===== src/design/console_pkg.sv =====
`default_nettype none

package console_pkg;

    // ======================================================================
    // heartbeat
    // ======================================================================

    // top bit drives the LED
    localparam int heartbeat_bits = 24;

    // ======================================================================
    // console write word
    // ======================================================================

    // one character per cycle with write high
    // no back-pressure from the console side
    typedef struct packed {
        logic        write;
        logic [31:0] data;
    } console_word_t;

    // a captured byte seen whole or split into hex digits
    typedef union packed {
        logic [7:0] whole;
        struct packed {
            logic [3:0] hi;
            logic [3:0] lo;
        } nib;
    } byte_view_u;

    // ascii codes
    localparam logic [7:0] char_k    = 8'h4B;
    localparam logic [7:0] char_zero = 8'h30;
    localparam logic [7:0] char_a    = 8'h41;

    // dump phases per byte
    localparam logic [1:0] ph_gap = 2'd0;
    localparam logic [1:0] ph_hi  = 2'd1;
    localparam logic [1:0] ph_lo  = 2'd2;

endpackage

`default_nettype wire


===== src/design/sd_pkg.sv =====
`default_nettype none

package sd_pkg;

    // ======================================================================
    // capture sizing
    // ======================================================================

    // bytes kept from the head of the sector
    localparam int capture_bytes = 16;

    // one spare bit so the count can sit at capture_bytes
    typedef logic [4:0] byte_idx_t;

    // slow strobe divider width
    // 512 system clocks per strobe
    localparam int pulse_div_bits = 9;

    // ======================================================================
    // card byte stream
    // ======================================================================

    // one byte from the card controller
    // counted in every cycle that valid is high
    typedef struct packed {
        logic       valid;
        logic [7:0] data;
    } sd_byte_t;

    // captured sector head
    // element 0 is the first byte off the card
    typedef logic [capture_bytes-1:0][7:0] capture_buf_t;

endpackage

`default_nettype wire


===== src/design/hex_console.sv =====
`timescale 1ns/100ps
`default_nettype none

module hex_console (
    input  logic                       CLOCK_50,
    input  logic                       KEY0,
    input  logic                       card_up,
    input  sd_pkg::capture_buf_t       buffer,
    input  logic                       full,
    output console_pkg::console_word_t console
);

    // gap then high digit then low digit
    logic [1:0]              phase;
    // byte being printed
    // reaching capture_bytes ends the dump
    sd_pkg::byte_idx_t       print_idx;
    console_pkg::byte_view_u cur_byte;
    logic                    dump_on;
    logic                    next_write;
    logic [7:0]              next_char;
    logic                    write_q;
    logic [31:0]             data_q;

    // nibble to upper-case hex digit
    function automatic logic [7:0] hex_char(input logic [3:0] nib);
        logic [7:0] wide;
        wide = {4'h0, nib};
        if (nib < 4'd10) begin
            return console_pkg::char_zero + wide;
        end
        return console_pkg::char_a + wide - 8'd10;
    endfunction

    // ======================================================================
    // character select
    // ======================================================================

    // current byte through the nibble view
    always_comb begin
        cur_byte.whole = buffer[print_idx[3:0]];
    end

    assign dump_on = full && (print_idx != sd_pkg::byte_idx_t'(sd_pkg::capture_bytes));

    always_comb begin
        next_write = 1'b0;
        next_char  = console_pkg::char_k;
        // greeting first
        if (card_up) begin
            next_write = 1'b1;
            next_char  = console_pkg::char_k;
        end else if (dump_on && phase == console_pkg::ph_hi) begin
            next_write = 1'b1;
            next_char  = hex_char(cur_byte.nib.hi);
        end else if (dump_on && phase == console_pkg::ph_lo) begin
            next_write = 1'b1;
            next_char  = hex_char(cur_byte.nib.lo);
        end
    end

    // ======================================================================
    // dump sequencer
    // ======================================================================

    always_ff @(posedge CLOCK_50 or negedge KEY0) begin
        if (!KEY0) begin
            write_q   <= 1'b0;
            phase     <= console_pkg::ph_gap;
            print_idx <= '0;
        end else begin
            write_q <= next_write;
            // dump waits out a greeting cycle
            if (!card_up && dump_on) begin
                case (phase)
                    console_pkg::ph_gap: begin
                        phase <= console_pkg::ph_hi;
                    end
                    console_pkg::ph_hi: begin
                        phase <= console_pkg::ph_lo;
                    end
                    default: begin
                        // low digit done so step to next byte
                        phase     <= console_pkg::ph_gap;
                        print_idx <= print_idx + sd_pkg::byte_idx_t'(1);
                    end
                endcase
            end
        end
    end

    // character word only loaded with a write
    always_ff @(posedge CLOCK_50) begin
        if (next_write) begin
            data_q <= {24'h0, next_char};
        end
    end

    assign console = '{write: write_q, data: data_q};

    // console is byte-wide in a 32-bit word
    console_upper_zero: assert property (
        @(posedge CLOCK_50) disable iff (!KEY0)
        console.write |-> (console.data[31:8] == '0)
    ) else $error("console write with nonzero upper data bits");

endmodule

`default_nettype wire


===== src/design/sd_dump_top.sv =====
`timescale 1ns/100ps
`default_nettype none

module sd_dump_top (
    input  logic                       CLOCK_50,
    input  logic                       KEY0,
    input  logic                       sd_ready,
    input  sd_pkg::sd_byte_t           sd_in,
    output logic                       ledr0,
    output logic                       sd_pulse,
    output logic                       sd_rd,
    output console_pkg::console_word_t console
);

    // ======================================================================
    // internal links
    // ======================================================================

    // greeting strobe into the printer
    logic                 card_up;
    // captured head and its ready level
    sd_pkg::capture_buf_t buffer;
    logic                 full;

    // ======================================================================
    // heartbeat and SD pacing
    // ======================================================================

    tick_gen tick_gen_inst (
        .CLOCK_50 (CLOCK_50),
        .KEY0     (KEY0),
        .ledr0    (ledr0),
        .sd_pulse (sd_pulse)
    );

    // ======================================================================
    // card side
    // ======================================================================

    sector_capture sector_capture_inst (
        .CLOCK_50 (CLOCK_50),
        .KEY0     (KEY0),
        .sd_ready (sd_ready),
        .sd_in    (sd_in),
        .sd_rd    (sd_rd),
        .card_up  (card_up),
        .buffer   (buffer),
        .full     (full)
    );

    // ======================================================================
    // console side
    // ======================================================================

    hex_console hex_console_inst (
        .CLOCK_50 (CLOCK_50),
        .KEY0     (KEY0),
        .card_up  (card_up),
        .buffer   (buffer),
        .full     (full),
        .console  (console)
    );

endmodule

`default_nettype wire


===== src/design/sector_capture.sv =====
`timescale 1ns/100ps
`default_nettype none

module sector_capture (
    input  logic                 CLOCK_50,
    input  logic                 KEY0,
    input  logic                 sd_ready,
    input  sd_pkg::sd_byte_t     sd_in,
    output logic                 sd_rd,
    output logic                 card_up,
    output sd_pkg::capture_buf_t buffer,
    output logic                 full
);

    // card seen ready once
    logic              greeted;
    // read request already sent
    logic              rd_issued;
    // bytes stored so far
    sd_pkg::byte_idx_t byte_cnt;
    logic              room_left;
    logic              take_byte;

    // ======================================================================
    // byte acceptance
    // ======================================================================

    // stop counting at the buffer size
    assign room_left = (byte_cnt < sd_pkg::byte_idx_t'(sd_pkg::capture_bytes));

    // only bytes after our own read request
    assign take_byte = sd_in.valid && rd_issued && room_left;

    // level once the last slot is filled
    assign full = (byte_cnt == sd_pkg::byte_idx_t'(sd_pkg::capture_bytes));

    // ======================================================================
    // card bring-up and read request
    // ======================================================================

    always_ff @(posedge CLOCK_50 or negedge KEY0) begin
        if (!KEY0) begin
            greeted   <= 1'b0;
            card_up   <= 1'b0;
            rd_issued <= 1'b0;
            sd_rd     <= 1'b0;
            byte_cnt  <= '0;
        end else begin
            // both are single-cycle strobes
            card_up <= 1'b0;
            sd_rd   <= 1'b0;

            // first ready sample
            if (sd_ready && !greeted) begin
                greeted <= 1'b1;
                card_up <= 1'b1;
            end

            // read goes out right behind the greeting
            // skipped if the card dropped ready meanwhile
            if (card_up && sd_ready && !rd_issued) begin
                rd_issued <= 1'b1;
                sd_rd     <= 1'b1;
            end

            if (take_byte) begin
                byte_cnt <= byte_cnt + sd_pkg::byte_idx_t'(1);
            end
        end
    end

    // ======================================================================
    // capture buffer
    // ======================================================================

    // slot picked by the running count
    always_ff @(posedge CLOCK_50) begin
        if (take_byte) begin
            buffer[byte_cnt[3:0]] <= sd_in.data;
        end
    end

    // one read strobe per request
    sd_rd_single: assert property (
        @(posedge CLOCK_50) disable iff (!KEY0) sd_rd |=> !sd_rd
    ) else $error("sd_rd high in two consecutive cycles");

    // count holds at the buffer size
    byte_cnt_bound: assert property (
        @(posedge CLOCK_50) disable iff (!KEY0)
        byte_cnt <= sd_pkg::byte_idx_t'(sd_pkg::capture_bytes)
    ) else $error("capture count past buffer size");

endmodule

`default_nettype wire


===== src/design/tick_gen.sv =====
`timescale 1ns/100ps
`default_nettype none

module tick_gen (
    input  logic CLOCK_50,
    input  logic KEY0,
    output logic ledr0,
    output logic sd_pulse
);

    // one free-running count for both the LED and the SD pacing
    logic [console_pkg::heartbeat_bits-1:0] tick_cnt;
    logic                                   div_wrap;

    // low divider field back at zero
    assign div_wrap = (tick_cnt[sd_pkg::pulse_div_bits-1:0] == '0);

    // ======================================================================
    // counter and strobe
    // ======================================================================

    always_ff @(posedge CLOCK_50 or negedge KEY0) begin
        if (!KEY0) begin
            tick_cnt <= '0;
            sd_pulse <= 1'b0;
        end else begin
            tick_cnt <= tick_cnt + 1'b1;
            // strobe the cycle after each wrap
            sd_pulse <= div_wrap;
        end
    end

    // heartbeat from the msb
    // too slow to toggle within a short run
    assign ledr0 = tick_cnt[console_pkg::heartbeat_bits-1];

    // strobe is a single cycle wide
    sd_pulse_single: assert property (
        @(posedge CLOCK_50) disable iff (!KEY0) sd_pulse |=> !sd_pulse
    ) else $error("sd_pulse high in two consecutive cycles");

endmodule

`default_nettype wire


===== config.mk =====
export PLATFORM = sky130hd
export DESIGN_NAME = sd_dump_top
export DESIGN_NICKNAME = d
export VERILOG_FILES = /design/src/design/console_pkg.sv /design/src/design/sd_pkg.sv /design/src/design/hex_console.sv /design/src/design/sd_dump_top.sv /design/src/design/sector_capture.sv /design/src/design/tick_gen.sv
export SDC_FILE = /design/constraint.sdc
export NUM_CORES = 1
export LEC_CHECK = 0
export BUFFER_PORTS_ARGS = -buffer_cell sky130_fd_sc_hd__clkbuf_2
export CORE_ASPECT_RATIO = 1.25
export CORE_UTILIZATION = 51
export CTS_CLUSTER_DIAMETER = 120
export DETAILED_ROUTE_END_ITERATION = 8
export PLACE_DENSITY = 0.66
export REMOVE_ABC_BUFFERS = 1
export SYNTH_ARGS = -nofsm -noshare
export SYNTH_HDL_FRONTEND = slang
export SYNTH_SLANG_ARGS = --single-unit

===== constraint.sdc =====
create_clock -name CLOCK_50 -period 4.7 [get_ports CLOCK_50]
set_input_delay 0.235 -clock CLOCK_50 [delete_from_list [all_inputs] [get_ports CLOCK_50]]
set_output_delay 0.235 -clock CLOCK_50 [all_outputs]
set_load 0.03 [all_outputs]

Word level (Yosys, flattened, before mapping)
Cells that the tools add are included.

Add/sub/neg operators: 9. $lt $le $gt $ge: 6. Eq/ne operators: 4. Multiplexer cells: 24. Bitwise logic cells: 1. Reduce and logical (&&, ||, !) cells: 17.

Operator list (count): 128-bit bitwise mux (1); 8-bit two-way mux (8); 8-bit binary-select mux with 4-bit select (1); 8-bit demux with 4-bit select (1); 24-bit by 1-bit adder with 24-bit output (second input constant) (1); 7-bit by 4-bit adder with 8-bit output (first input constant) (2); 8-bit by 4-bit subtractor with 8-bit output (second input constant) (2); 6-bit by 4-bit adder with 7-bit output (first input constant) (2); 1-bit two-way mux (12); 5-bit by 1-bit adder with 5-bit output (second input constant) (2); 1-bit logical AND (10); 4-bit by 5-bit < comparator with 1-bit output (second input constant) (2); 9-bit logical NOT (1); 4-bit < comparator (second input constant) (2); 5-bit == test (second input constant) (1); 5-bit < comparator (second input constant) (1); 5-bit inequality test (second input constant) (1); 4-bit by 1-bit greater-or-equal comparator with 1-bit output (second input constant) (1); 2-bit one-hot mux with 2 select lines (1); 1-bit logical NOT (3); 2-bit by 1-bit == test with 1-bit output (second input constant) (1); 2-bit == test (second input constant) (1); 2-bit logical NOT (1); 2-bit AND reduction (1); other kinds (2) (2).

Bits in registers: 178. Input port bits: 12. Output and inout port bits: 36. Word-level logic and storage cells: 88.

Longest topological paths before layout
Depth in word-level cells: 10. Depth in mapped cells: 11. Depth with buffers taken out: 9.

Modules after synthesis
Synthesis repeated with hierarchy kept, for this count alone.

Cell total of the unflattened synthesis: 467. Area total of the unflattened synthesis: 7651.1 µm².

Modules (own cells, without submodules): sector_capture (instances 1, cells each 186, area an instance 4357.9 µm², seq. area each 4068.9 µm²); hex_console (instances 1, cells each 190, area an instance 2210.9 µm², seq. area each 410.4 µm²); tick_gen (instances 1, cells each 91, area an instance 1082.3 µm², seq. area each 625.6 µm²).

Least setup slack after synthesis
OpenSTA, ideal clock, no wires.

Path type: register -> register. From: reg hex_console_inst.print_idx[0]. To: reg hex_console_inst.data_q[6], data pin. Arrival: 2039 ps. Data required time: 4421 ps. Path slack: 2381 ps. Cell stages (with the launch flop): 9. Buffers on the path: 1. Period minus slack after synthesis: 2319 ps. Path through: dfrtp_1 -> buf_6 -> mux4_2 -> mux4_2 -> inv_2 -> ha_1 -> a31oi_1 -> o21ai_1 -> a22oi_1.

Word-level cells in the longest chain between the ends: 10.

RTL lines: start: declaration (RTL line hex_console.sv:17) `sd_pkg::byte_idx_t print_idx;`; start signal: assignment (RTL line hex_console.sv:85) `print_idx <= print_idx + sd_pkg::byte_idx_t'(1);`; branches (longest 9 deep; another with 7-bit by 4-bit adder with 8-bit output); 8-bit two-way mux * (RTL line hex_console.sv:53) `end else if (dump_on && phase == console_pkg::ph_hi) begin`; end signal: assignment (RTL line hex_console.sv:95) `data_q <= {24'h0, next_char};`; end: declaration (RTL line hex_console.sv:23) `logic [31:0] data_q;`.

Mark *: on every way between the ends. The select of a mux whose other input is x is not followed. A chain may end at the register's enable or synchronous reset.

Worst setup path after layout
Ends and elaborated chain as after synthesis.

==> impl_results.md <==
* Run status: finished clean
* Aggregate global-route resource usage at 19.8%
* Clock-pin transition on the worst setup and hold timing paths at 0.06 ns
* Largest net degree at the start of global routing at 37
* Max transition margin at 32.0%
* Final hold vios at 0
* Hold Crit Depth at 2
* Mean cell area of the mapped netlist at 16.5 sq um
* Simple logic cell fraction of the synthesized area at 7.89%
* Fraction of layout cells with a size suffix above 1 at 20.8%
* Nets@finish at 504
* Data required, critical path at 4.84 ns
* Unrepaired setup endpoints after global routing: no
* Die width at 110 microns
* Sequential element share of the synthesized area at 68.7%
* Arrival @ worst endpoint at 3.10 ns
* Maximum clock frequency at 338 MHz
* Most frequently used flop master after synthesis: edfxtp_1
* Multiplexer area fraction after synthesis at 10.9%
* Wire length of the first global-routing pass at 21000 microns
* Core region area at 0.0140 sq mm
* Synthesis warning total at 0
* Boundary pin count at 48
* Post-detailed-route via-to-cell ratio at 5.48
* Total number of H-tree levels at 4
* Sinks on Clock Net at 177
* CTS root buf: clkbuf_16
* Commonest cells after routing, fill and taps aside: 135 x edfxtp_1, 41 x dfrtp_1, 35 x mux4_2, 32 x nand2_1, 32 x nor2_1
* Number of enable flip-flop cells after synthesis at 135
* Period minus WS final at 2.96 ns
* Path class of the lowest-slack min-delay path: input pin to flop
* Worst path cell trace: buf_4 > mux4_2 > a22oi_2 > nand3_2 > inv_1 > ha_1 > a31oi_1 > o21ai_1 > a22oi_1
* Slowest CP cell: dfrtp_2
* Critical Setup Path Class: flop to flop
* Critical Path Fanout Max at 21
* Share of synthesized registers carrying an async set or reset at 23.7%
* Synth Register Bits at 177
* FF-to-FF setup slack at 1.74 ns
* Clock buffers created by TritonCTS at 17
* Vias in the first global route at 3743
* Critical Path Sink Type: flop
* Final-layout worst hold slack at 0.0456 ns
* Vias after detailed routing at 3674
* Effective utilization at floorplan at 53.1%
* Post-CTS setup repair buffer count at 0
* TritonCTS clock tree: yes
* Average wire length per cell after detail routing at 20.0 microns
* Area of the mapped netlist at 0.00743 sq mm
* Num rows at 48
* Total congestion overflow after global routing at 0
* Portion of the clock cycle consumed by the worst path in the final layout at 63.0%
* Height of the die at 137 microns
* Iter 0 DRT Violations at 289
* Worst Skew at 0.00777 ns
* Netlist cell types at 48
* Post-route ant nets at 0
* Transition at the pin with the smallest max-transition slack at 1.02 ns
* Worst vdd ir at 0.300 mV
* DR pass1 iterations at 4
* Type of element launching the critical path: flop
* Area of the die at 0.0150 sq mm
* Power per cell area at 421 mW/mm^2
* Reg2Reg Depth at 9
* DRC Markers at 0
* Total length of routed wires at 13400 microns
* Final number of setup-violating endpoints at 0
* Xor-xnor portion of the synthesized cell area at 3.66%
* Largest incremental delay on the critical path at 0.80 ns
* Layout-stage area growth over the synthesis result at 9.77%
* Longest Clk Path Bufs at 2
* Ant diodes at 0
* Count of input and output buffers at 22
* Count of pins over their slew limit at 0
* Max-cap violation count at 0
* Summed negative setup slack over all endpoints at 0 ns
* Final estimated routing congestion in global placement at 0.811
* Clock Latency Late Sink at 0.43 ns
* Largest family of logic cells by synthesized area: multiplexers
* Post-synthesis adder-cell area fraction at 1.68%
* Number of antenna violations at the first check in global routing at 0
* Leakage at 2.90 nW
* Compound-Gate Fraction of Synth Area at 2.83%
* Gate count of the mapped netlist at 451
* Final HPWL DP at 9270 microns
* Most common cell after layout, fill and taps aside: edfxtp_1
-- final timing paths --
check,from,to
worst max-delay path,hex_console_inst.print_idx[0],hex_console_inst.data_q[6]
worst min register to register,sector_capture_inst.greeted,sector_capture_inst.card_up
worst min-delay path,sd_ready,sector_capture_inst.greeted
worst max register to register,hex_console_inst.print_idx[0],hex_console_inst.data_q[6]
min in group asynchronous,KEY0,hex_console_inst.write_q
max in group asynchronous,KEY0,hex_console_inst.print_idx[0]
-- timing repair --
item | in CTS | in global routing
hold buffers | 1 | 0
endpoints found under the hold margin | 25 | 0
gates resized for setup | 0 | 0
-- power breakdown --
part           leakage [nW]  switching, W  internal (W)  total (W)
combinational         0.880      0.000200      0.000117   0.000317
clock                 0.256      0.000576      0.000722    0.00130
sequential             1.76     0.0000530       0.00176    0.00182
total                  2.90      0.000829       0.00260    0.00343
-- sequential cells by signal (all words and copies together), names as in the netlist --
signal	cells
sector_capture_inst.buffer	128
tick_gen_inst.tick_cnt	24
hex_console_inst.data_q	7
hex_console_inst.print_idx	5
sector_capture_inst.byte_cnt	5
hex_console_inst.phase	2
hex_console_inst.write_q	1
sector_capture_inst.card_up	1
sector_capture_inst.greeted	1
sector_capture_inst.rd_issued	1
sector_capture_inst.sd_rd	1
tick_gen_inst.sd_pulse	1
-- final cells by class --
cell class / count / area (sq um)
Fill cell: 1069 / 5840
Sequential cell: 177 / 5110
Multi-Input combinational cell: 248 / 2100
Clock buffer: 17 / 425
Tap cell: 175 / 219
Timing Repair Buffer: 26 / 143
Clock inverter: 15 / 118
Inverter: 12 / 45.0
-- stage by stage --
stage / instances / utilization (%) / total power [W] / setup slack [ns] / cell area, sq um
3_5_place_dp: 637 / 54.3 / 0.00217 / 1.70 / 7600
5_1_grt: 670 / 58.3 / 0.00356 / 1.46 / 8150
2_1_floorplan: 437 / - / 0.00206 / 1.53 / 7250
3_3_place_gp: 637 / 54.3 / 0.00216 / 1.75 / 7600
6_report: 670 / 58.3 / 0.00343 / 1.74 / 8150
4_1_cts: 670 / 58.3 / 0.00346 / 1.69 / 8150
-- cells in the mapped netlist, types with 3 or more instances --
cell / n / share of area (%)
a22oi_2: 3 / 0.51
buf_4: 27 / 2.7
xor2_1: 6 / 0.71
ha_1: 10 / 1.7
mux4_2: 35 / 11
edfxtp_1: 135 / 55
nand4_1: 3 / 0.25
dfrtp_1: 42 / 14
nand3_1: 17 / 1.1
a22oi_1: 4 / 0.40
a211oi_1: 3 / 0.30
clkbuf_1: 4 / 0.20
nand2b_1: 5 / 0.42
nor2b_1: 5 / 0.42
xnor2_1: 25 / 2.9
buf_6: 3 / 0.45
inv_1: 11 / 0.56
buf_2: 3 / 0.20
and3_1: 10 / 0.84
nand2_1: 32 / 1.6
nor2_1: 32 / 1.6
o21ai_0: 4 / 0.27
-- worst max-delay path: cells and delay by family (launching register included) --
kind                     cells  cell delay, ns
AO/OA/AOI/OAI                4            0.55
adder cells (fa/ha/maj)      1            0.16
buffers and inverters        2            0.46
flip-flops                   1            0.80
multiplexers                 1            0.54
AND/OR/NAND/NOR              1            0.15
-- logic make-up (layout without fill, tap and decap cells) --
kind of cell,Yosys count,count (layout)
xor+xnor,31,31
mux,37,37
flops,177,177
other cells,1,25
fa+ha+maj,10,10
simple gates,117,117
buf+inv,50,70
compound gates,28,28
-- layer usage --
metal | GRT usage (%) | wire [microns] | vias to the layer above | share of wire (%)
met3 | 3.95 | 470 | 10 | 3.5
met5 | 0 | 0 | - | 0
met4 | 7.85 | 141 | 0 | 1.1
li1 | - | - | 1713 | -
met2 | 32.7 | 6930 | 76 | 52
met1 | 25.8 | 5850 | 1875 | 44
Power figures use the tool's default switching activity.
